==> config.mk <==
export PLATFORM = sky130hd
export DESIGN_NAME = cw_io_regs_top
export DESIGN_NICKNAME = d
export VERILOG_FILES = /design/src/cw_io_regs_pkg.sv /design/src/cw_reg_bank.sv /design/src/cw_reg_readback.sv /design/src/cw_trigger_clock_route.sv /design/src/cw_target_io_route.sv /design/src/cw_io_regs_top.sv
export VERILOG_INCLUDE_DIRS = /design/src
export SDC_FILE = /design/constraint.sdc
export NUM_CORES = 1
export LEC_CHECK = 0
export BUFFER_PORTS_ARGS = -buffer_cell sky130_fd_sc_hd__buf_2
export CORE_UTILIZATION = 55
export DETAILED_ROUTE_END_ITERATION = 10
export PLACE_DENSITY = 0.85
export SLEW_MARGIN = 20
export SYNTH_ARGS = -nofsm -noshare
export SYNTH_HDL_FRONTEND = slang
export SYNTH_SLANG_ARGS = --single-unit
==> constraint.sdc <==
create_clock -name clk -period 3.05 [get_ports clk]
set_input_delay 0.61 -clock clk [delete_from_list [all_inputs] [get_ports clk]]
set_output_delay 0.61 -clock clk [all_outputs]
set_load 0.005 [all_outputs]
==> src/cw_io_regs_cfg.svh <==
`ifndef CW_IO_REGS_CFG_SVH
`define CW_IO_REGS_CFG_SVH

// register map, byte-wide bus
`define CW_EXTCLK_ADDR 38
`define CW_TRIGSRC_ADDR 39
`define CW_TRIGMOD_ADDR 40
`define CW_IOROUTE_ADDR 55
`define CW_IOREAD_ADDR 59 // read-only pin snapshot

`define CW_EXTCLK_RESET 8'h03 // rear input clock, aux line carries trigger
`define CW_TRIGSRC_RESET 8'h01 // front panel A only, OR mode
`define CW_TRIGMOD_RESET 8'h00 // edge trigger module
`define CW_IOROUTE_RESET 64'h0000_0000_0000_0201 // pin 1 TX, pin 2 RX

`define CW_IOROUTE_BYTES 8
`define CW_NUM_PINS 4
`define CW_NUM_TRIG_SRC 6

`define CW_IOR_GLITCH_BYTE 4 // bits 1:0 glitch outputs A/B
`define CW_IOR_AVRPROG_BIT 40
`define CW_IOR_POWEROFF_BIT 41
`define CW_IOR_EXTGPIO_BYTE 6 // nrst, pdid, pdic enable/level pairs

// bit positions inside one pin routing byte
`define CW_PIN_TX 0
`define CW_PIN_RX 1
`define CW_PIN_USIO 2
`define CW_PIN_USII 3
`define CW_PIN_USOC 4 // open-collector USI, pin 3 only
`define CW_PIN_TXOC 5 // open-collector TX, pin 3 only
`define CW_PIN_LEVEL 6
`define CW_PIN_GPIO 7

`endif

==> src/cw_io_regs_pkg.sv <==
`default_nettype none

package cw_io_regs_pkg;

	typedef logic [5:0] reg_addr_t; // register bus address
	typedef logic [15:0] byte_cnt_t; // byte index within a multi-byte register
	typedef logic [7:0] cfg_byte_t; // one register byte
	typedef logic [15:0] hyp_len_t; // register length reported to host

	// whole routing block, byte n lives at bits 8n+7:8n
	typedef logic [63:0] io_route_t;

	typedef logic [3:0] pin_vec_t; // one bit per target pin

	// trigsrc bits 7:6
	typedef logic [1:0] trig_comb_t;

	// trigmod bits 2:0
	typedef logic [2:0] trig_module_t;

endpackage

`default_nettype wire

==> src/cw_reg_bank.sv <==
`default_nettype none
`timescale 1ns/1ps

`include "cw_io_regs_cfg.svh"

module cw_reg_bank (
	input wire logic clk,
	input wire logic reset,
	input wire cw_io_regs_pkg::reg_addr_t reg_address_i, // write address
	input wire cw_io_regs_pkg::byte_cnt_t reg_bytecnt_i, // byte select for routing block
	input wire cw_io_regs_pkg::cfg_byte_t reg_datai_i, // write data
	input wire logic reg_write_i, // one-cycle write strobe
	output cw_io_regs_pkg::cfg_byte_t extclk_cfg_o,
	output cw_io_regs_pkg::cfg_byte_t trigsrc_cfg_o,
	output cw_io_regs_pkg::cfg_byte_t trigmod_cfg_o,
	output cw_io_regs_pkg::io_route_t ioroute_cfg_o
);

	logic [5:0] byte_base; // bit offset of selected routing byte

	assign byte_base = {reg_bytecnt_i[2:0], 3'b000}; // only 8 bytes, low 3 bits pick

	always_ff @(posedge clk) begin
		if (reset) begin
			extclk_cfg_o <= `CW_EXTCLK_RESET;
			trigsrc_cfg_o <= `CW_TRIGSRC_RESET;
			trigmod_cfg_o <= `CW_TRIGMOD_RESET;
			ioroute_cfg_o <= `CW_IOROUTE_RESET;
		end else if (reg_write_i) begin
			case (reg_address_i)
				`CW_EXTCLK_ADDR: begin
					extclk_cfg_o <= reg_datai_i;
				end
				`CW_TRIGSRC_ADDR: begin
					trigsrc_cfg_o <= reg_datai_i;
				end
				`CW_TRIGMOD_ADDR: begin
					trigmod_cfg_o <= reg_datai_i;
				end
				`CW_IOROUTE_ADDR: begin
					ioroute_cfg_o[byte_base +: 8] <= reg_datai_i; // byte-indexed write
				end
				default: begin
					// IOREAD and unmapped addresses are ignored
				end
			endcase
		end
	end

	// the snapshot register is read-only, a write there must leave the bank alone
	a_ioread_no_write: assert property (@(posedge clk) disable iff (reset)
		(reg_write_i && (reg_address_i == `CW_IOREAD_ADDR)) |=>
		$stable({extclk_cfg_o, trigsrc_cfg_o, trigmod_cfg_o, ioroute_cfg_o}))
		else $error("register changed after write to IOREAD address");

endmodule

`default_nettype wire

==> src/cw_reg_readback.sv <==
`default_nettype none
`timescale 1ns/1ps

`include "cw_io_regs_cfg.svh"

module cw_reg_readback (
	input wire logic clk,
	input wire logic reset,
	input wire cw_io_regs_pkg::reg_addr_t reg_address_i,
	input wire cw_io_regs_pkg::byte_cnt_t reg_bytecnt_i,
	input wire logic reg_read_i, // read strobe
	input wire logic reg_addrvalid_i, // address phase valid
	input wire cw_io_regs_pkg::reg_addr_t reg_hypaddress_i, // length query address
	input wire cw_io_regs_pkg::cfg_byte_t extclk_cfg_i,
	input wire cw_io_regs_pkg::cfg_byte_t trigsrc_cfg_i,
	input wire cw_io_regs_pkg::cfg_byte_t trigmod_cfg_i,
	input wire cw_io_regs_pkg::io_route_t ioroute_cfg_i,
	input wire cw_io_regs_pkg::pin_vec_t pins_in_i, // pad inputs
	output cw_io_regs_pkg::cfg_byte_t reg_datao_o,
	output logic reg_rdvalid_o,
	output cw_io_regs_pkg::hyp_len_t reg_hyplen_o
);

	cw_io_regs_pkg::pin_vec_t pins_snap; // IOREAD contents
	logic [5:0] byte_base;
	logic addr_known; // address is one of the five registers

	assign byte_base = {reg_bytecnt_i[2:0], 3'b000};

	always_comb begin
		case (reg_address_i)
			`CW_EXTCLK_ADDR, `CW_TRIGSRC_ADDR, `CW_TRIGMOD_ADDR,
			`CW_IOROUTE_ADDR, `CW_IOREAD_ADDR: addr_known = 1'b1;
			default: addr_known = 1'b0;
		endcase
	end

	always_ff @(posedge clk) begin
		if (reset) begin
			pins_snap <= '0;
			reg_rdvalid_o <= 1'b0;
		end else begin
			pins_snap <= pins_in_i; // one cycle of sampling before the read
			reg_rdvalid_o <= reg_addrvalid_i & addr_known; // drops as soon as addrvalid goes
		end
	end

	// read byte captured on the strobe, cleared once the address phase ends
	always_ff @(posedge clk) begin
		if (reset) begin
			reg_datao_o <= '0;
		end else if (!(reg_addrvalid_i & addr_known)) begin
			reg_datao_o <= '0; // bus idles at zero
		end else if (reg_read_i) begin
			case (reg_address_i)
				`CW_EXTCLK_ADDR: reg_datao_o <= extclk_cfg_i;
				`CW_TRIGSRC_ADDR: reg_datao_o <= trigsrc_cfg_i;
				`CW_TRIGMOD_ADDR: reg_datao_o <= trigmod_cfg_i;
				`CW_IOROUTE_ADDR: reg_datao_o <= ioroute_cfg_i[byte_base +: 8];
				`CW_IOREAD_ADDR: reg_datao_o <= {4'b0000, pins_snap};
				default: reg_datao_o <= '0;
			endcase
		end
	end

	// length lookup for the host, purely combinational
	always_comb begin
		case (reg_hypaddress_i)
			`CW_EXTCLK_ADDR, `CW_TRIGSRC_ADDR, `CW_TRIGMOD_ADDR,
			`CW_IOREAD_ADDR: reg_hyplen_o = 16'd1;
			`CW_IOROUTE_ADDR: reg_hyplen_o = 16'(`CW_IOROUTE_BYTES);
			default: reg_hyplen_o = 16'd0;
		endcase
	end

	a_datao_idle_zero: assert property (@(posedge clk) disable iff (reset)
		!reg_rdvalid_o |-> (reg_datao_o == '0))
		else $error("read data nonzero while read-valid is low");

endmodule

`default_nettype wire

==> src/cw_trigger_clock_route.sv <==
`default_nettype none
`timescale 1ns/1ps

`include "cw_io_regs_cfg.svh"

module cw_trigger_clock_route (
	input wire cw_io_regs_pkg::cfg_byte_t trigsrc_cfg_i, // [7:6] mode, [5:0] enables
	input wire cw_io_regs_pkg::cfg_byte_t trigmod_cfg_i, // [3] aux out, [2:0] module
	input wire cw_io_regs_pkg::cfg_byte_t extclk_cfg_i, // [4:3] aux src, [2:0] clk sel
	input wire logic trigger_fpa_i,
	input wire logic trigger_nrst_i,
	input wire cw_io_regs_pkg::pin_vec_t trigger_io_i,
	input wire logic trigger_advio_i,
	input wire logic trigger_anapattern_i,
	input wire logic trigger_decodedio_i,
	input wire logic extclk_fpb_i,
	input wire logic extclk_pll_i,
	input wire logic extclk_rearin_i,
	input wire logic clkgen_i,
	input wire logic glitchclk_i,
	output logic trigger_ext_o, // combined external trigger
	output logic trigger_o, // trigger to capture system
	output logic extclk_o,
	output logic fpa_o, // front panel aux line value
	output logic fpa_oe_o // aux line drive enable
);

	logic [`CW_NUM_TRIG_SRC-1:0] src_lines; // fpa, nrst, io1..io4 from bit 0 up
	logic [`CW_NUM_TRIG_SRC-1:0] src_en;
	logic trig_or;
	logic trig_and;
	cw_io_regs_pkg::trig_comb_t comb_mode;
	cw_io_regs_pkg::trig_module_t mod_sel;

	assign src_lines = {trigger_io_i, trigger_nrst_i, trigger_fpa_i};
	assign src_en = trigsrc_cfg_i[`CW_NUM_TRIG_SRC-1:0];
	assign comb_mode = trigsrc_cfg_i[7:6];
	assign mod_sel = trigmod_cfg_i[2:0];

	assign trig_or = |(src_en & src_lines); // nothing enabled gives 0
	assign trig_and = &(~src_en | src_lines); // disabled lines count as 1

	always_comb begin
		case (comb_mode)
			2'd0: trigger_ext_o = trig_or;
			2'd1: trigger_ext_o = trig_and;
			2'd2: trigger_ext_o = ~trig_and; // NAND
			default: trigger_ext_o = 1'b0;
		endcase
		case (mod_sel)
			3'd0: trigger_o = trigger_ext_o; // edge module takes the combined line
			3'd1: trigger_o = trigger_advio_i;
			3'd2: trigger_o = trigger_anapattern_i;
			3'd3: trigger_o = trigger_decodedio_i;
			default: trigger_o = 1'b0;
		endcase
	end

	// fabric mux, no phase relation assumed between sources
	always_comb begin
		case (extclk_cfg_i[2:0])
			3'd1: extclk_o = extclk_fpb_i;
			3'd2: extclk_o = extclk_pll_i;
			3'd3: extclk_o = extclk_rearin_i;
			default: extclk_o = 1'b0;
		endcase
	end

	always_comb begin
		fpa_oe_o = 1'b1;
		if (trigmod_cfg_i[3]) begin
			fpa_o = trigger_o; // trigger output request wins
		end else begin
			case (extclk_cfg_i[4:3])
				2'd0: fpa_o = trigger_o;
				2'd1: fpa_o = clkgen_i;
				2'd2: fpa_o = glitchclk_i;
				default: begin
					fpa_o = 1'b0;
					fpa_oe_o = 1'b0; // released, usable as input
				end
			endcase
		end
	end

endmodule

`default_nettype wire

==> src/cw_target_io_route.sv <==
`default_nettype none
`timescale 1ns/1ps

`include "cw_io_regs_cfg.svh"

module cw_target_io_route (
	input wire logic clk,
	input wire logic reset,
	input wire cw_io_regs_pkg::io_route_t ioroute_cfg_i,
	input wire cw_io_regs_pkg::pin_vec_t targetio_i, // pad inputs
	input wire logic uart_tx_i,
	input wire logic usi_out_i,
	output cw_io_regs_pkg::pin_vec_t targetio_o,
	output cw_io_regs_pkg::pin_vec_t targetio_oe_o,
	output cw_io_regs_pkg::pin_vec_t pins_in_o, // pads as read, to snapshot
	output logic uart_rx_o,
	output logic usi_in_o,
	output logic targetpower_off_o,
	output logic enable_avrprog_o,
	output logic [1:0] hsglitch_en_o, // glitch outputs A, B
	output logic enable_output_nrst_o,
	output logic output_nrst_o,
	output logic enable_output_pdid_o,
	output logic output_pdid_o,
	output logic enable_output_pdic_o,
	output logic output_pdic_o
);

	logic power_off_q; // pins go high-z while set

	always_ff @(posedge clk) begin
		if (reset) begin
			power_off_q <= 1'b0;
		end else begin
			power_off_q <= ioroute_cfg_i[`CW_IOR_POWEROFF_BIT];
		end
	end

	assign targetpower_off_o = power_off_q;

	// per-pin output select, lowest listed source wins
	always_comb begin
		cw_io_regs_pkg::cfg_byte_t pin_cfg;
		targetio_o = '0;
		targetio_oe_o = '0;
		for (int p = 0; p < `CW_NUM_PINS; p++) begin
			pin_cfg = ioroute_cfg_i[p*8 +: 8];
			if (power_off_q) begin
				targetio_oe_o[p] = 1'b0;
			end else if (pin_cfg[`CW_PIN_TX]) begin
				targetio_o[p] = uart_tx_i;
				targetio_oe_o[p] = 1'b1;
			end else if (pin_cfg[`CW_PIN_USIO]) begin
				targetio_o[p] = usi_out_i;
				targetio_oe_o[p] = 1'b1;
			end else if ((p == 2) && pin_cfg[`CW_PIN_USOC]) begin
				targetio_oe_o[p] = ~usi_out_i; // pull low only, pin 3
			end else if ((p == 2) && pin_cfg[`CW_PIN_TXOC]) begin
				targetio_oe_o[p] = ~uart_tx_i;
			end else if (pin_cfg[`CW_PIN_GPIO]) begin
				targetio_o[p] = pin_cfg[`CW_PIN_LEVEL]; // fixed level
				targetio_oe_o[p] = 1'b1;
			end
		end
	end

	// receive select, walk down so the lowest claiming pin is applied last
	always_comb begin
		uart_rx_o = 1'b1; // idle high when unrouted
		usi_in_o = 1'b1;
		for (int p = `CW_NUM_PINS - 1; p >= 0; p--) begin
			if (ioroute_cfg_i[p*8 + `CW_PIN_RX]) uart_rx_o = targetio_i[p];
			if (ioroute_cfg_i[p*8 + `CW_PIN_USII]) usi_in_o = targetio_i[p];
		end
	end

	assign pins_in_o = targetio_i;

	assign enable_avrprog_o = ioroute_cfg_i[`CW_IOR_AVRPROG_BIT];
	assign hsglitch_en_o = ioroute_cfg_i[`CW_IOR_GLITCH_BYTE*8 +: 2];

	assign enable_output_nrst_o = ioroute_cfg_i[`CW_IOR_EXTGPIO_BYTE*8 + 0];
	assign output_nrst_o = ioroute_cfg_i[`CW_IOR_EXTGPIO_BYTE*8 + 1];
	assign enable_output_pdid_o = ioroute_cfg_i[`CW_IOR_EXTGPIO_BYTE*8 + 2];
	assign output_pdid_o = ioroute_cfg_i[`CW_IOR_EXTGPIO_BYTE*8 + 3];
	assign enable_output_pdic_o = ioroute_cfg_i[`CW_IOR_EXTGPIO_BYTE*8 + 4];
	assign output_pdic_o = ioroute_cfg_i[`CW_IOR_EXTGPIO_BYTE*8 + 5];

	// a set power-off bit must have all pins released by the next cycle
	a_poweroff_releases: assert property (@(posedge clk) disable iff (reset)
		ioroute_cfg_i[`CW_IOR_POWEROFF_BIT] |=> (targetio_oe_o == '0))
		else $error("target pin driven while power is off");

endmodule

`default_nettype wire

==> src/cw_io_regs_top.sv <==
`default_nettype none
`timescale 1ns/1ps

module cw_io_regs_top (
	input wire logic clk,
	input wire logic reset,
	input wire cw_io_regs_pkg::reg_addr_t reg_address_i,
	input wire cw_io_regs_pkg::byte_cnt_t reg_bytecnt_i,
	input wire cw_io_regs_pkg::cfg_byte_t reg_datai_i,
	input wire logic reg_read_i,
	input wire logic reg_write_i,
	input wire logic reg_addrvalid_i,
	input wire cw_io_regs_pkg::reg_addr_t reg_hypaddress_i,
	output cw_io_regs_pkg::cfg_byte_t reg_datao_o,
	output logic reg_rdvalid_o,
	output cw_io_regs_pkg::hyp_len_t reg_hyplen_o,
	input wire logic trigger_fpa_i,
	input wire logic trigger_nrst_i,
	input wire cw_io_regs_pkg::pin_vec_t trigger_io_i,
	input wire logic trigger_advio_i,
	input wire logic trigger_anapattern_i,
	input wire logic trigger_decodedio_i,
	input wire logic extclk_fpb_i,
	input wire logic extclk_pll_i,
	input wire logic extclk_rearin_i,
	input wire logic clkgen_i,
	input wire logic glitchclk_i,
	output logic trigger_ext_o,
	output logic trigger_o,
	output logic extclk_o,
	output logic fpa_o,
	output logic fpa_oe_o,
	input wire cw_io_regs_pkg::pin_vec_t targetio_i,
	input wire logic uart_tx_i,
	input wire logic usi_out_i,
	output cw_io_regs_pkg::pin_vec_t targetio_o,
	output cw_io_regs_pkg::pin_vec_t targetio_oe_o,
	output logic uart_rx_o,
	output logic usi_in_o,
	output logic targetpower_off_o,
	output logic enable_avrprog_o,
	output logic [1:0] hsglitch_en_o,
	output logic enable_output_nrst_o,
	output logic output_nrst_o,
	output logic enable_output_pdid_o,
	output logic output_pdid_o,
	output logic enable_output_pdic_o,
	output logic output_pdic_o
);

	cw_io_regs_pkg::cfg_byte_t extclk_cfg; // register bank outputs
	cw_io_regs_pkg::cfg_byte_t trigsrc_cfg;
	cw_io_regs_pkg::cfg_byte_t trigmod_cfg;
	cw_io_regs_pkg::io_route_t ioroute_cfg;
	cw_io_regs_pkg::pin_vec_t pins_in; // pads back to the snapshot

	cw_reg_bank cw_reg_bank_i (
		.clk(clk), .reset(reset),
		.reg_address_i(reg_address_i), .reg_bytecnt_i(reg_bytecnt_i),
		.reg_datai_i(reg_datai_i), .reg_write_i(reg_write_i),
		.extclk_cfg_o(extclk_cfg), .trigsrc_cfg_o(trigsrc_cfg),
		.trigmod_cfg_o(trigmod_cfg), .ioroute_cfg_o(ioroute_cfg)
	);

	cw_reg_readback cw_reg_readback_i (
		.clk(clk), .reset(reset),
		.reg_address_i(reg_address_i), .reg_bytecnt_i(reg_bytecnt_i),
		.reg_read_i(reg_read_i), .reg_addrvalid_i(reg_addrvalid_i),
		.reg_hypaddress_i(reg_hypaddress_i),
		.extclk_cfg_i(extclk_cfg), .trigsrc_cfg_i(trigsrc_cfg),
		.trigmod_cfg_i(trigmod_cfg), .ioroute_cfg_i(ioroute_cfg),
		.pins_in_i(pins_in),
		.reg_datao_o(reg_datao_o), .reg_rdvalid_o(reg_rdvalid_o),
		.reg_hyplen_o(reg_hyplen_o)
	);

	cw_trigger_clock_route cw_trigger_clock_route_i (
		.trigsrc_cfg_i(trigsrc_cfg), .trigmod_cfg_i(trigmod_cfg),
		.extclk_cfg_i(extclk_cfg),
		.trigger_fpa_i(trigger_fpa_i), .trigger_nrst_i(trigger_nrst_i),
		.trigger_io_i(trigger_io_i), .trigger_advio_i(trigger_advio_i),
		.trigger_anapattern_i(trigger_anapattern_i),
		.trigger_decodedio_i(trigger_decodedio_i),
		.extclk_fpb_i(extclk_fpb_i), .extclk_pll_i(extclk_pll_i),
		.extclk_rearin_i(extclk_rearin_i), .clkgen_i(clkgen_i),
		.glitchclk_i(glitchclk_i),
		.trigger_ext_o(trigger_ext_o), .trigger_o(trigger_o),
		.extclk_o(extclk_o), .fpa_o(fpa_o), .fpa_oe_o(fpa_oe_o)
	);

	cw_target_io_route cw_target_io_route_i (
		.clk(clk), .reset(reset),
		.ioroute_cfg_i(ioroute_cfg), .targetio_i(targetio_i),
		.uart_tx_i(uart_tx_i), .usi_out_i(usi_out_i),
		.targetio_o(targetio_o), .targetio_oe_o(targetio_oe_o),
		.pins_in_o(pins_in), .uart_rx_o(uart_rx_o), .usi_in_o(usi_in_o),
		.targetpower_off_o(targetpower_off_o), .enable_avrprog_o(enable_avrprog_o),
		.hsglitch_en_o(hsglitch_en_o),
		.enable_output_nrst_o(enable_output_nrst_o), .output_nrst_o(output_nrst_o),
		.enable_output_pdid_o(enable_output_pdid_o), .output_pdid_o(output_pdid_o),
		.enable_output_pdic_o(enable_output_pdic_o), .output_pdic_o(output_pdic_o)
	);

endmodule

`default_nettype wire

# Yosys cells after proc, flatten, opt, wreduce, memory -nomap -nowiden
# Index checks and enable logic that the tools add are counted.
# op_classes
n_shift	3
reduce_logical	13
add_sub_neg	1
muxes	55
bitwise_logic	8
eq_ne	20
# ops
cell	count
bitwise mux 64 bit	1
variable shift 8 x 8 -> 64 bit, first input constant	1
indexed part select 64 x 7 -> 8 bit	1
indexed part select 8 x 8 -> 64 bit	1
equality test 6 bit, second input constant	10
2-to-1 mux 1 bit	48
one-hot mux 8 bit (5 select lines)	1
equality test 3 x 2 -> 1 bit, second input constant	4
one-hot mux 1 bit (3 select lines)	3
negation 6 -> 8 bit	1
one-hot mux 4 bit (2 select lines)	1
AND reduction 2 bit	4
bitwise AND 6 bit	1
equality test 3 x 1 -> 1 bit, second input constant	2
NOT 6 bit	1
bitwise OR 6 bit	1
AND reduction 6 bit	1
OR reduction 6 bit	1
OR reduction 5 bit	1
equality test 2 x 1 -> 1 bit, second input constant	2
equality test 2 bit, second input constant	2
zero test 2 bit	2
NOT 1 bit	4
one-hot mux 1 bit (4 select lines)	1
5 further kinds	5
# word_totals
register_bits	102
input_bits	61
out_inout_bits	50

# Longest topological paths before layout
# Gate-level depths: netlist of run 1.
# depth
word_depth	8
mapped_depth	11
ltp_nobuf	8

# Cells and area by module
# Synthesis of run 1 repeated with hierarchy kept, for this count alone.
# unflattened
cells_unflattened	583
area_unflattened_um2	5527.8
# by_module_without_submodules
module	area_each_um2	instances	cells_each
cw_reg_bank	3435.8	1	323
cw_reg_readback	1467.7	1	174
cw_target_io_route	369.1	1	52
cw_trigger_clock_route	255.2	1	34

# Worst setup path after synthesis of run 1
# OpenSTA, ideal clock, no wires.
# synth_path
path_kind	input-to-reg
startpoint	input port reg_bytecnt_i[1]
endpoint	register cw_reg_bank_i.ioroute_cfg_o[0]
required_ns	2.931
slack_ns	0.332
t_arrival_ns	2.599
path_stages	11
setup_time_ns	0.119
path_cell_list	buf_2 -> buf_4 -> inv_1 -> ha_1 -> ha_1 -> buf_2 -> nor3b_1 -> nand2_1 -> nor2_4 -> mux2i_1 -> nand2_1
# synth_via
elab_chain_len	3
word_cells_on_any_way	4
cone_classes	add/sub (1); shift (2); mux (1)
# synth_lines
item	line	source
start: declaration	cw_io_regs_top.sv:8	input wire cw_io_regs_pkg::byte_cnt_t reg_bytecnt_i,
negation 6 -> 8 bit (*)	cw_reg_bank.sv:41	ioroute_cfg_o[byte_base +: 8] <= reg_datai_i;
indexed part select 8 x 8 -> 64 bit or variable shift 8 x 8 -> 64 bit (tied branches)	cw_reg_bank.sv:41	
bitwise mux 64 bit (*)	cw_reg_bank.sv:41	
end signal: assignment	cw_reg_bank.sv:28	ioroute_cfg_o <= `CW_IOROUTE_RESET;
end signal: indexed assignment	cw_reg_bank.sv:41	
end: declaration	cw_reg_bank.sv:16	output cw_io_regs_pkg::io_route_t ioroute_cfg_o
# Every way passes the cells marked *; elsewhere a longest branch is shown, timed or not.
# A chain may end at the register's enable or synchronous reset.

# Final worst setup path of run 1
# layout_path
startpoint	register cw_reg_bank_i.trigmod_cfg_o[1]
endpoint	output port fpa_o
# layout_via
elab_chain_len	4
word_cells_on_any_way	7
cone_classes	eq/ne (3); mux (3); reduce/logical (1)
# layout_lines
item	line	source
start: declaration	cw_reg_bank.sv:15	output cw_io_regs_pkg::cfg_byte_t trigmod_cfg_o,
start signal: assignment	cw_reg_bank.sv:27	trigmod_cfg_o <= `CW_TRIGMOD_RESET;
start signal: assignment	cw_reg_bank.sv:38	trigmod_cfg_o <= reg_datai_i;
equality test 3 x 2 -> 1 bit, or another cell as far along	cw_trigger_clock_route.sv:50	case (mod_sel)
one-hot mux 1 bit (4 select lines) (*)	cw_trigger_clock_route.sv:50	
one-hot mux 1 bit (3 select lines)	cw_trigger_clock_route.sv:74	case (extclk_cfg_i[4:3])
2-to-1 mux 1 bit (*)	cw_trigger_clock_route.sv:71	if (trigmod_cfg_i[3]) begin
end: declaration	cw_io_regs_top.sv:31	output logic fpa_o,
# Marked as above.

==> impl_results.md, run 1 <==
* Top cells by area in the synthesized netlist: dfxtp_1, nand2_1, mux4_2, a21oi_1, mux2i_1
* Largest net degree at the start of global routing at between 80 and 90
* Gr usage total at between 20% and 30%
* # DRC at 0
* XOR/XNOR share of the synthesized area at 0%
* H-tree Lvls at 3
* Die width at approximately 100 µm
* CP max FO at 5
* Unique masters post-synth at 55
* Final Net Count at 753
* Rows at 35
* Initial antenna violation count at 0
* Global-route wire length before repair at ~22000 µm
* Via count at roughly 5000
* Clk_skew at 0.00869 ns
* Critical Path, Cell by Cell: mux2_2 -> a21oi_1 -> a211oi_1 -> a211o_1 -> a21o_1 -> buf_2
* Unrepaired setup endpoints after global routing: false
* Multiplexer area fraction after synthesis at between 10% and 20%
* Final WS setup at 0.438 ns
* Ys async rst share at 0%
* Simple-gate share of the synthesized area at between 20 and 25%
* CP required at about 2.4 ns
* N_diodes at 0
* Reg clk slew, reported paths at roughly 0.09 ns
* First-pass DRT Iterations at 5
* Post-synth EDFFs at 0
* Iteration-0 DRC Markers at 371
* Post-synth top area cell: dfxtp_1
* Max cap viols at 0
* Initial Utilization at 57.3%
* Compound-Gate Fraction of Synth Area at between 10% and 20%
* Main synth FF type: dfxtp_1
* Area growth, synth to finish at 10.2%
* Yosys top cell area share at between 30% and 40%
* Mapped Cells at between 600 and 700
* Register area at approximately 2000 µm²
* Die Footprint at just over 10000 µm²
* PD cells at between 400 and 500 nW/µm²
* Count leader, synth: nand2_1
* CP Data Arrival Time at approximately 2 ns
* Vias in the first global route at around 4600
* Netlist Area Pre-Place at between 5000 and 6000 µm²
* Adder-cell share of the synthesized area at roughly 1.2%
* Share of cells above drive strength 1 at 22.3%
* WL/cell at between 15 and 20 µm
* Flops & latches, synth at between 100 and 150
* HPWL after DPL at around 10000 µm
* Yosys warns at 0
* Outcome: complete, no violations
* Post-synth top cells: nand2_1, dfxtp_1, a21oi_1
* Cts bufs inserted at 9
* Placer Congestion at 0.968
* Max IR drop VDD at between 0.2 and 0.25 mV
* Die H at ~100 µm
* Post-CTS Hold Buffers at 0
* Area of the multi-input gates at between 2000 and 3000 µm²
* P_leak at around 2.3 nW
* Hold crit path type: reg -> reg
* Critical path's largest stage delay at 0.43 ns
* Slew margin rel. at between 30% and 40%
* Share of the yosys chip area belonging to registers at a little under two fifths
* Overall power at between 0.002 and 0.0025 W
* Post-Route WL at 14300 µm
* I/O pin count at 111
* Final period util at between 80% and 90%
* I/O Buffers at between 80 and 90
* Fin Setup TNS at 0 ns
* Fin. max-slew vios at 0
* GRT overflow at 0
* FMAX at approximately 0.38 GHz
* Detail Route Antenna Nets at 0
* Clock Latency Late Sink at about 0.37 ns
* Layout Utilization at a little over three fifths
* Setup CP Type: reg -> out
* Worst-Margin Slew at approximately 0.93 ns
* Final setup viols at 0
* CP endpoint kind: output pin
* Clk sink count at 102
* Fillers at around 770
* Clock Tree Root: clkbuf_8
* PostCTS Resize Cnt at 0
* Final hold violation count at 0
* Setup bufs post-CTS at 0
* TritonCTS clock tree: built
* CTS Buffer Depth at 2
* Vias per Instance at between 5 and 6
* Core footprint at between 9000 and 10000 µm²
* Syn Area/Cell at approximately 8.5 µm²
* Period minus WS final at approximately 2.6 ns
* Startpoint Class: flop
* Setup WS pre-CTS at 0.324 ns
* Slowest-stage cell, CP: dfxtp_1
* Main combinational cell family by area after synthesis: simple AND/OR/NAND/NOR gates
==> flip-flops by register name, indices dropped and copies added (netlist names) <==
register                                count
cw_reg_bank_i.ioroute_cfg_o                64
cw_reg_readback_i.reg_datao_o               8
cw_reg_bank_i.trigsrc_cfg_o                 8
cw_reg_readback_i.pins_snap                 4
cw_reg_bank_i.trigmod_cfg_o                 8
cw_reg_bank_i.extclk_cfg_o                  8
cw_reg_readback_i.reg_rdvalid_o             1
cw_target_io_route_i.targetpower_off_o      1
==> cells by family after synthesis <==
| group | count (synthesis) |
|---|---|
| AOI/OAI and AO/OA | 117 |
| adders and majority gates | 5 |
| buffers and inverters | 89 |
| DFF | 102 |
| muxes | 57 |
| other | 1 |
| and+or+nand+nor | 260 |
==> layer usage <==
layer	wire length (µm)	part of all wire, %	vias to the layer above	track usage [%]
li1	-	-	2298	-
met1	5860	41	2325	36.5
met2	6750	47	254	47.8
met3	1070	7.5	42	4.37
met4	618	4.3	0	15.1
met5	0	0	-	0
==> cell type report <==
type                       count  area share (%)
multi-input combinational    453            49.3
sequential                   102            34.7
timing repair buffer          92            8.21
tap                          129            2.74
clock buffer                  11            2.40
inverter                      29            1.85
clock inverter                 5           0.744
==> where the power goes <==
group          internal [W]  switching (W)
sequential          0.00134     0.00000247
combinational     0.0000751       0.000149
clock              0.000328       0.000474
total               0.00174       0.000626
==> per-stage QoR <==
| stage | area, µm² | instances | hold slack (ns) |
|---|---|---|---|
| after floorplan | 5390 | 644 | 0.429 |
| after global placement | 5700 | 805 | 0.436 |
| after detailed placement | 5700 | 805 | 0.446 |
| after CTS | 5880 | 821 | 0.457 |
| after global routing | 5880 | 821 | 0.479 |
| final | 5880 | 821 | 0.457 |
==> cells in the final DEF (no fill, tap or decap), types with 2 or more instances in the layout <==
master    instances
or2_1             3
o21ai_0           5
nand2b_1          8
nand3b_1          3
and3_1            2
nand3_1          53
ha_1              5
mux4_2           16
nand2_1         104
o22ai_1          10
buf_4             9
nand4_1           4
nor3b_1           5
inv_1            29
mux2i_1          30
or2_0             2
clkinv_4          4
nor3_2            2
mux2_2           11
a21oi_1          71
a22oi_1           9
conb_1           14
nor2b_1           7
buf_2            83
nor2_1           38
nor3_1           12
and3b_1           4
a211oi_1          3
clkbuf_8         10
dfxtp_1         102
a21o_1            2
o221a_2           8
==> worst max-delay path: cells and delay by family, from the launching register on <==
family                 cells  cell delay, ns
AOI/OAI and AO/OA          4            0.74
buffers and inverters      1            0.12
DFF                        1            0.43
muxes                      1            0.36
==> path summary, 6_finish.rpt <==
path / from / to / slack, ns / depth (start not counted)
setup reg to reg: cw_reg_bank_i.ioroute_cfg_o[8] / cw_reg_readback_i.reg_datao_o[0] / 1.63 / 4
setup / recovery: cw_reg_bank_i.trigmod_cfg_o[1] / fpa_o / 0.44 / 6
hold reg to reg: cw_reg_bank_i.ioroute_cfg_o[57] / cw_reg_bank_i.ioroute_cfg_o[57] / 0.46 / 2
hold / removal: cw_reg_bank_i.ioroute_cfg_o[57] / cw_reg_bank_i.ioroute_cfg_o[57] / 0.46 / 2
(Power assumes the default switching activity.)
==> run 2: changes to the inputs <==
Settings changed: MAX_ROUTING_LAYER set to met4.
==> impl_results.md, run 2 (synthesis gave the netlist of run 1 again) <==
* Core footprint at 9330 µm²
* Placed inst area at roughly 5700 µm²
* Area growth, synth to finish at 10.7%
* Fin Setup TNS at 0 ns
* Clk sink count at ~100
* Detail Route Antenna Nets at 0
* Unrepaired setup endpoints after global routing: false
* WHS Path Cells at 2
* TritonCTS clock tree: built
* Cts bufs inserted at 9
* H-tree Lvls at 3
* Max FFs per register at 64
* PD cells at between 400 and 500 nW/µm²
* Placer Congestion at roughly 0.98
* Worst reg2reg path depth at 4
* CP max FO at 5
* Period minus WS final at 2.58 ns
* Reg clk slew, reported paths at roughly 0.1 ns
* Setup bufs post-CTS at 0
* Share of cells above drive strength 1 at 22.5%
* FMAX at just under 0.4 GHz
* Clock Tree Root: clkbuf_8
* Most frequent cells in the layout: nand2_1, dfxtp_1, buf_2
* Most common cell after layout, fill and taps aside: nand2_1
* Rows at 35
* Final setup viols at 0
* Slew margin rel. at between 40 and 50%
* # DRC at 0
* Max IR drop VDD at 0.212 mV
* CP required at ~2.4 ns
* P_leak at roughly 2.3 nW
* Hold crit path type: reg -> reg
* First-pass DRT Iterations at 6
* Initial antenna violation count at 0
* Final hold violation count at 0
* Outcome: complete, no violations
* Post-route cell area at between 5000 and 6000 µm²
* Fin. max-slew vios at 0
* Fillers at slightly below 800
* PostCTS Resize Cnt at 0
* Post-CTS Hold Buffers at 0
* Vias per Instance at a little under 6
* Clock Latency Late Sink at ~0.38 ns
* Die Footprint at approximately 10000 µm²
* I/O Buffers at 83
* WL/cell at 17.4 µm
* Final Net Count at 754
* Setup CP Type: reg -> out
* Initial Utilization at between 50% and 60%
* HPWL after DPL at slightly above 10000 µm
* Global-route wire length before repair at 22700 µm
* Gr usage total at between 30% and 40%
* Startpoint Class: flop
* Largest net degree at the start of global routing at approximately 90
* N_diodes at 0
* Via count at approximately 4900
* Iteration-0 DRC Markers at about 400
* Max cap viols at 0
* Die width at 101 µm
* I/O pin count at between 100 and 150
* GRT overflow at 0
* CTS Buffer Depth at 2
* Die H at a little over 100 µm
* Clk_skew at 0.00910 ns
* Vias in the first global route at between 4000 and 5000
* Largest Register: cw_reg_bank_i.ioroute_cfg_o
* CP Data Arrival Time at 1.97 ns
* Worst-Margin Slew at 0.899 ns
* Final period util at between 80% and 90%
* CP endpoint kind: output pin
* Post-Route WL at 14300 µm
-- run 2: cell count changes in the layout (fill, tap and decap cells not counted) --
cell        before  now
clkinv_2         0    1
buf_4            9   10
inv_6            1    2
clkinv_4         4    1
clkbuf_1         1    0
clkinvlp_4       0    1
bufinv_16        0    1
-- run 2: per-stage QoR --
step                      power [W]  hold WS (ns)  util (%)  setup slack, ns  std cells
after floorplan             0.00152         0.429         -            0.332        644
after global placement      0.00158         0.436      61.2            0.458        806
after detailed placement    0.00159         0.444      61.2            0.361        806
after CTS                   0.00245         0.456      63.4            0.472        822
after global routing        0.00253         0.468      63.4            0.315        822
final                       0.00246         0.460      63.4            0.474        822
-- run 2: layer usage --
layer  share of wire [%]  global-route usage, %  wire, µm
met2                  45                   45.3      6490
met3                 9.9                   5.20      1410
met4                 4.6                   15.6       659
met1                  40                   39.6      5750
met5                   0                      -         0
-- run 2: layout make-up --
cell class | count | area, µm² | area share (%)
Tap cell | 129 | 161 | 2.73
Multi-Input combinational cell | 453 | 2900 | 49.1
Clock buffer | 10 | 138 | 2.33
Clock inverter | 6 | 68.8 | 1.16
Timing Repair Buffer | 93 | 490 | 8.30
Sequential cell | 102 | 2040 | 34.5
Inverter | 29 | 109 | 1.84
-- run 2: critical path, cell delays in order (launching register included) --
cell and delay [ns]:
dfxtp_1 0.42, mux2_2 0.35, a21oi_1 0.19, nor2_1 0.08, a211o_1 0.29, a21o_1 0.15
buf_2 0.12
-- run 2: final timing paths --
path                                   startpoint                                to  slack (ns)
setup / recovery   cw_reg_bank_i.trigmod_cfg_o[1]                             fpa_o        0.47
hold / removal    cw_reg_bank_i.ioroute_cfg_o[59]   cw_reg_bank_i.ioroute_cfg_o[59]        0.46
setup reg to reg  cw_reg_bank_i.ioroute_cfg_o[15]  cw_reg_readback_i.reg_datao_o[7]        1.61
hold reg to reg   cw_reg_bank_i.ioroute_cfg_o[59]   cw_reg_bank_i.ioroute_cfg_o[59]        0.46
-- run 2: power by group --
group / internal, W / switching, W
clock: 0.000408 / 0.000492
sequential: 0.00134 / 0.00000239
combinational: 0.0000761 / 0.000148
==> run 3: changes to the inputs <==
Settings changed: ABC_AREA set to 1, CORE_UTILIZATION 55 to 50, PLACE_DENSITY 0.85 to 0.82.
Clock period 3.05 ns to 2.3 ns, I/O delays scaled along.
==> impl_results.md, run 3 <==
* Max IR drop VDD at around 0.33 mV
* Max FFs per register at 64
* Post-CTS Hold Buffers at 0
* Period minus WS final at just over 2 ns
* Setup CP Type: reg -> out
* TritonCTS clock tree: built
* Worst-Margin Slew at between 0.6 and 0.7 ns
* P_leak at 2.57 nW
* Worst reg2reg path depth at 4
* Via count at 5368
* Post-synth EDFFs at 0
* Post-Route WL at between 10000 and 15000 µm
* Post-synth top cells: o21ai_0, dfxtp_1, a21oi_1, inv_1, nor2_1
* Post-route cell area at approximately 6000 µm²
* Cts bufs inserted at 9
* CTS Buffer Depth at 2
* H-tree Lvls at 3
* WL/cell at 15.7 µm
* Mapped Cells at about 740
* Final setup viols at 0
* Vias in the first global route at around 4700
* Crit. Startpoint: cw_reg_bank_i.trigmod_cfg_o[0]
* Iteration-0 DRC Markers at approximately 420
* CP required at between 1.5 and 2 ns
* Overall power at between 0.003 and 0.004 W
* Initial Utilization at 51.9%
* Detail Route Antenna Nets at 0
* Vias per Instance at 5.63
* Count leader, synth: o21ai_0
* Fillers at 980
* Placed inst area at around 5800 µm²
* Most common cell after layout, fill and taps aside: o21ai_0
* Top Metal Used: met4
* FF-to-FF Start: cw_reg_bank_i.ioroute_cfg_o[22]
* Fin Setup TNS at 0 ns
* Global-route wire length before repair at 23900 µm
* Unrepaired setup endpoints after global routing: false
* CP Data Arrival Time at 1.61 ns
* PostCTS Resize Cnt at 0
* Share of the yosys chip area belonging to registers at a little under two fifths
* I/O pin count at roughly 110
* Met2 wire length at 6950 µm
* Most frequent cells in the layout: o21ai_0, dfxtp_1, inv_1, a21oi_1, buf_2
* Slew margin rel. at 55.2%
* Hold Path Sink: cw_reg_readback_i.pins_snap[1]
* Die width at roughly 110 µm
* Largest Register: cw_reg_bank_i.ioroute_cfg_o
* Reg clk slew, reported paths at ~0.10 ns
* Outcome: complete, no violations
* Syn Area/Cell at about 7.3 µm²
* Clock Latency Late Sink at between 0.3 and 0.4 ns
* Fin. max-slew vios at 0
* Die Footprint at about 11000 µm²
* WHS Path Cells at 3
* CP max FO at 5
* Largest net degree at the start of global routing at 78
* Crit Reg-Reg Endpoint: cw_reg_readback_i.reg_datao_o[6]
* Yosys top cell area share at between 30 and 40%
* Clk_skew at 0.0112 ns
* Ys async rst share at 0%
* N_diodes at 0
* Gr usage total at between 20% and 30%
* Die H at around 110 µm
* CP endpoint kind: output pin
* Unique masters post-synth at 47
* GRT overflow at 0
* Startpoint Class: flop
* PD cells at 548 nW/µm²
* Met1 Wirelength at approximately 6500 µm
* Share of cells above drive strength 1 at a little under a fifth
* Post-synth top area cell: dfxtp_1
* Flops & latches, synth at ~100
* Netlist Area Pre-Place at around 5400 µm²
* Final Net Count at ~880
* Clk sink count at between 100 and 150
* Initial antenna violation count at 0
* I/O Buffers at just over 80
* Final period util at ~90%
* # DRC at 0
* Hold slack final at roughly 0.31 ns
* Top cells by area in the synthesized netlist: dfxtp_1, o21ai_0, a21oi_1, inv_1, nor2_1
* Core footprint at 10400 µm²
* First-pass DRT Iterations at 5
* Hold Startpoint: targetio_i[1]
* Placer Congestion at about 0.9
* Clock Tree Root: clkbuf_8
* Hold crit path type: in -> reg
* FMAX at around 0.48 GHz
* Yosys warns at 0
* HPWL after DPL at 10900 µm
* Final hold violation count at 0
* Area growth, synth to finish at 11.8%
* WL met3 at 1150 µm
* Rows at 37
* Setup bufs post-CTS at 0
* Main synth FF type: dfxtp_1
* Max cap viols at 0
* Reg2Reg Setup Slack at about 1.1 ns
[run 3: cell families (layout without fill, tap and decap cells)]
logic type | after synthesis | count (layout) | synth area share [%]
compound gates | 277 | 277 | 29.1
simple gates | 201 | 201 | 18.5
buf+inv | 155 | 218 | 13.2
flops | 102 | 102 | 38.0
fa+ha+maj | 5 | 5 | 1.16
other cells | 1 | 14 | 0.0697
[run 3: metal layers]
metal | vias to the layer above | track usage [%]
met1 | 2446 | 35.9
met2 | 226 | 44.8
met5 | - | -
met3 | 42 | 4.51
li1 | 2654 | -
met4 | 0 | 10.6
[run 3: how the worst max path moves through the flow]
stage | to | slack, ns
finish | fpa_o | 0.23
global route | fpa_o | 0.06
CTS | fpa_o | 0.27
detailed placement | cw_reg_bank_i.ioroute_cfg_o[61] | 0.06
global placement | cw_reg_bank_i.ioroute_cfg_o[61] | 0.10
floorplan | cw_reg_bank_i.ioroute_cfg_o[38] | 0.01
[run 3: report_power, final]
group | internal (W) | leakage [nW] | switching, W | total (W)
clock network | 0.000507 | 0.0935 | 0.000633 | 0.00114
registers | 0.00177 | 0.823 | 0.00000497 | 0.00178
logic | 0.000117 | 1.65 | 0.000262 | 0.000379
[run 3: worst max-delay path, stage by stage, from the launching register on]
cell     delay, ns
dfxtp_1       0.43
inv_1         0.08
nor3_1        0.28
a22oi_1       0.13
nand4_1       0.12
nand2_1       0.05
inv_1         0.04
buf_2         0.09
[run 3: cell type report]
class | instances | area, µm² | area share, %
timing repair buffer | 102 | 558 | 9.28
tap | 136 | 170 | 2.83
clock inverter | 5 | 60.1 | 0.999
inverter | 100 | 377 | 6.26
clock buffer | 11 | 131 | 2.18
sequential | 102 | 2040 | 34.0
multi-input combinational | 497 | 2680 | 44.5
[run 3: stage by stage]
stage / instances / setup slack (ns) / util [%]
2_1_floorplan: 754 / 0.0140 / -
3_3_place_gp: 937 / 0.104 / 56.1
3_5_place_dp: 937 / 0.0584 / 56.1
4_1_cts: 953 / 0.269 / 58.0
5_1_grt: 953 / 0.0611 / 58.0
6_report: 953 / 0.233 / 58.0
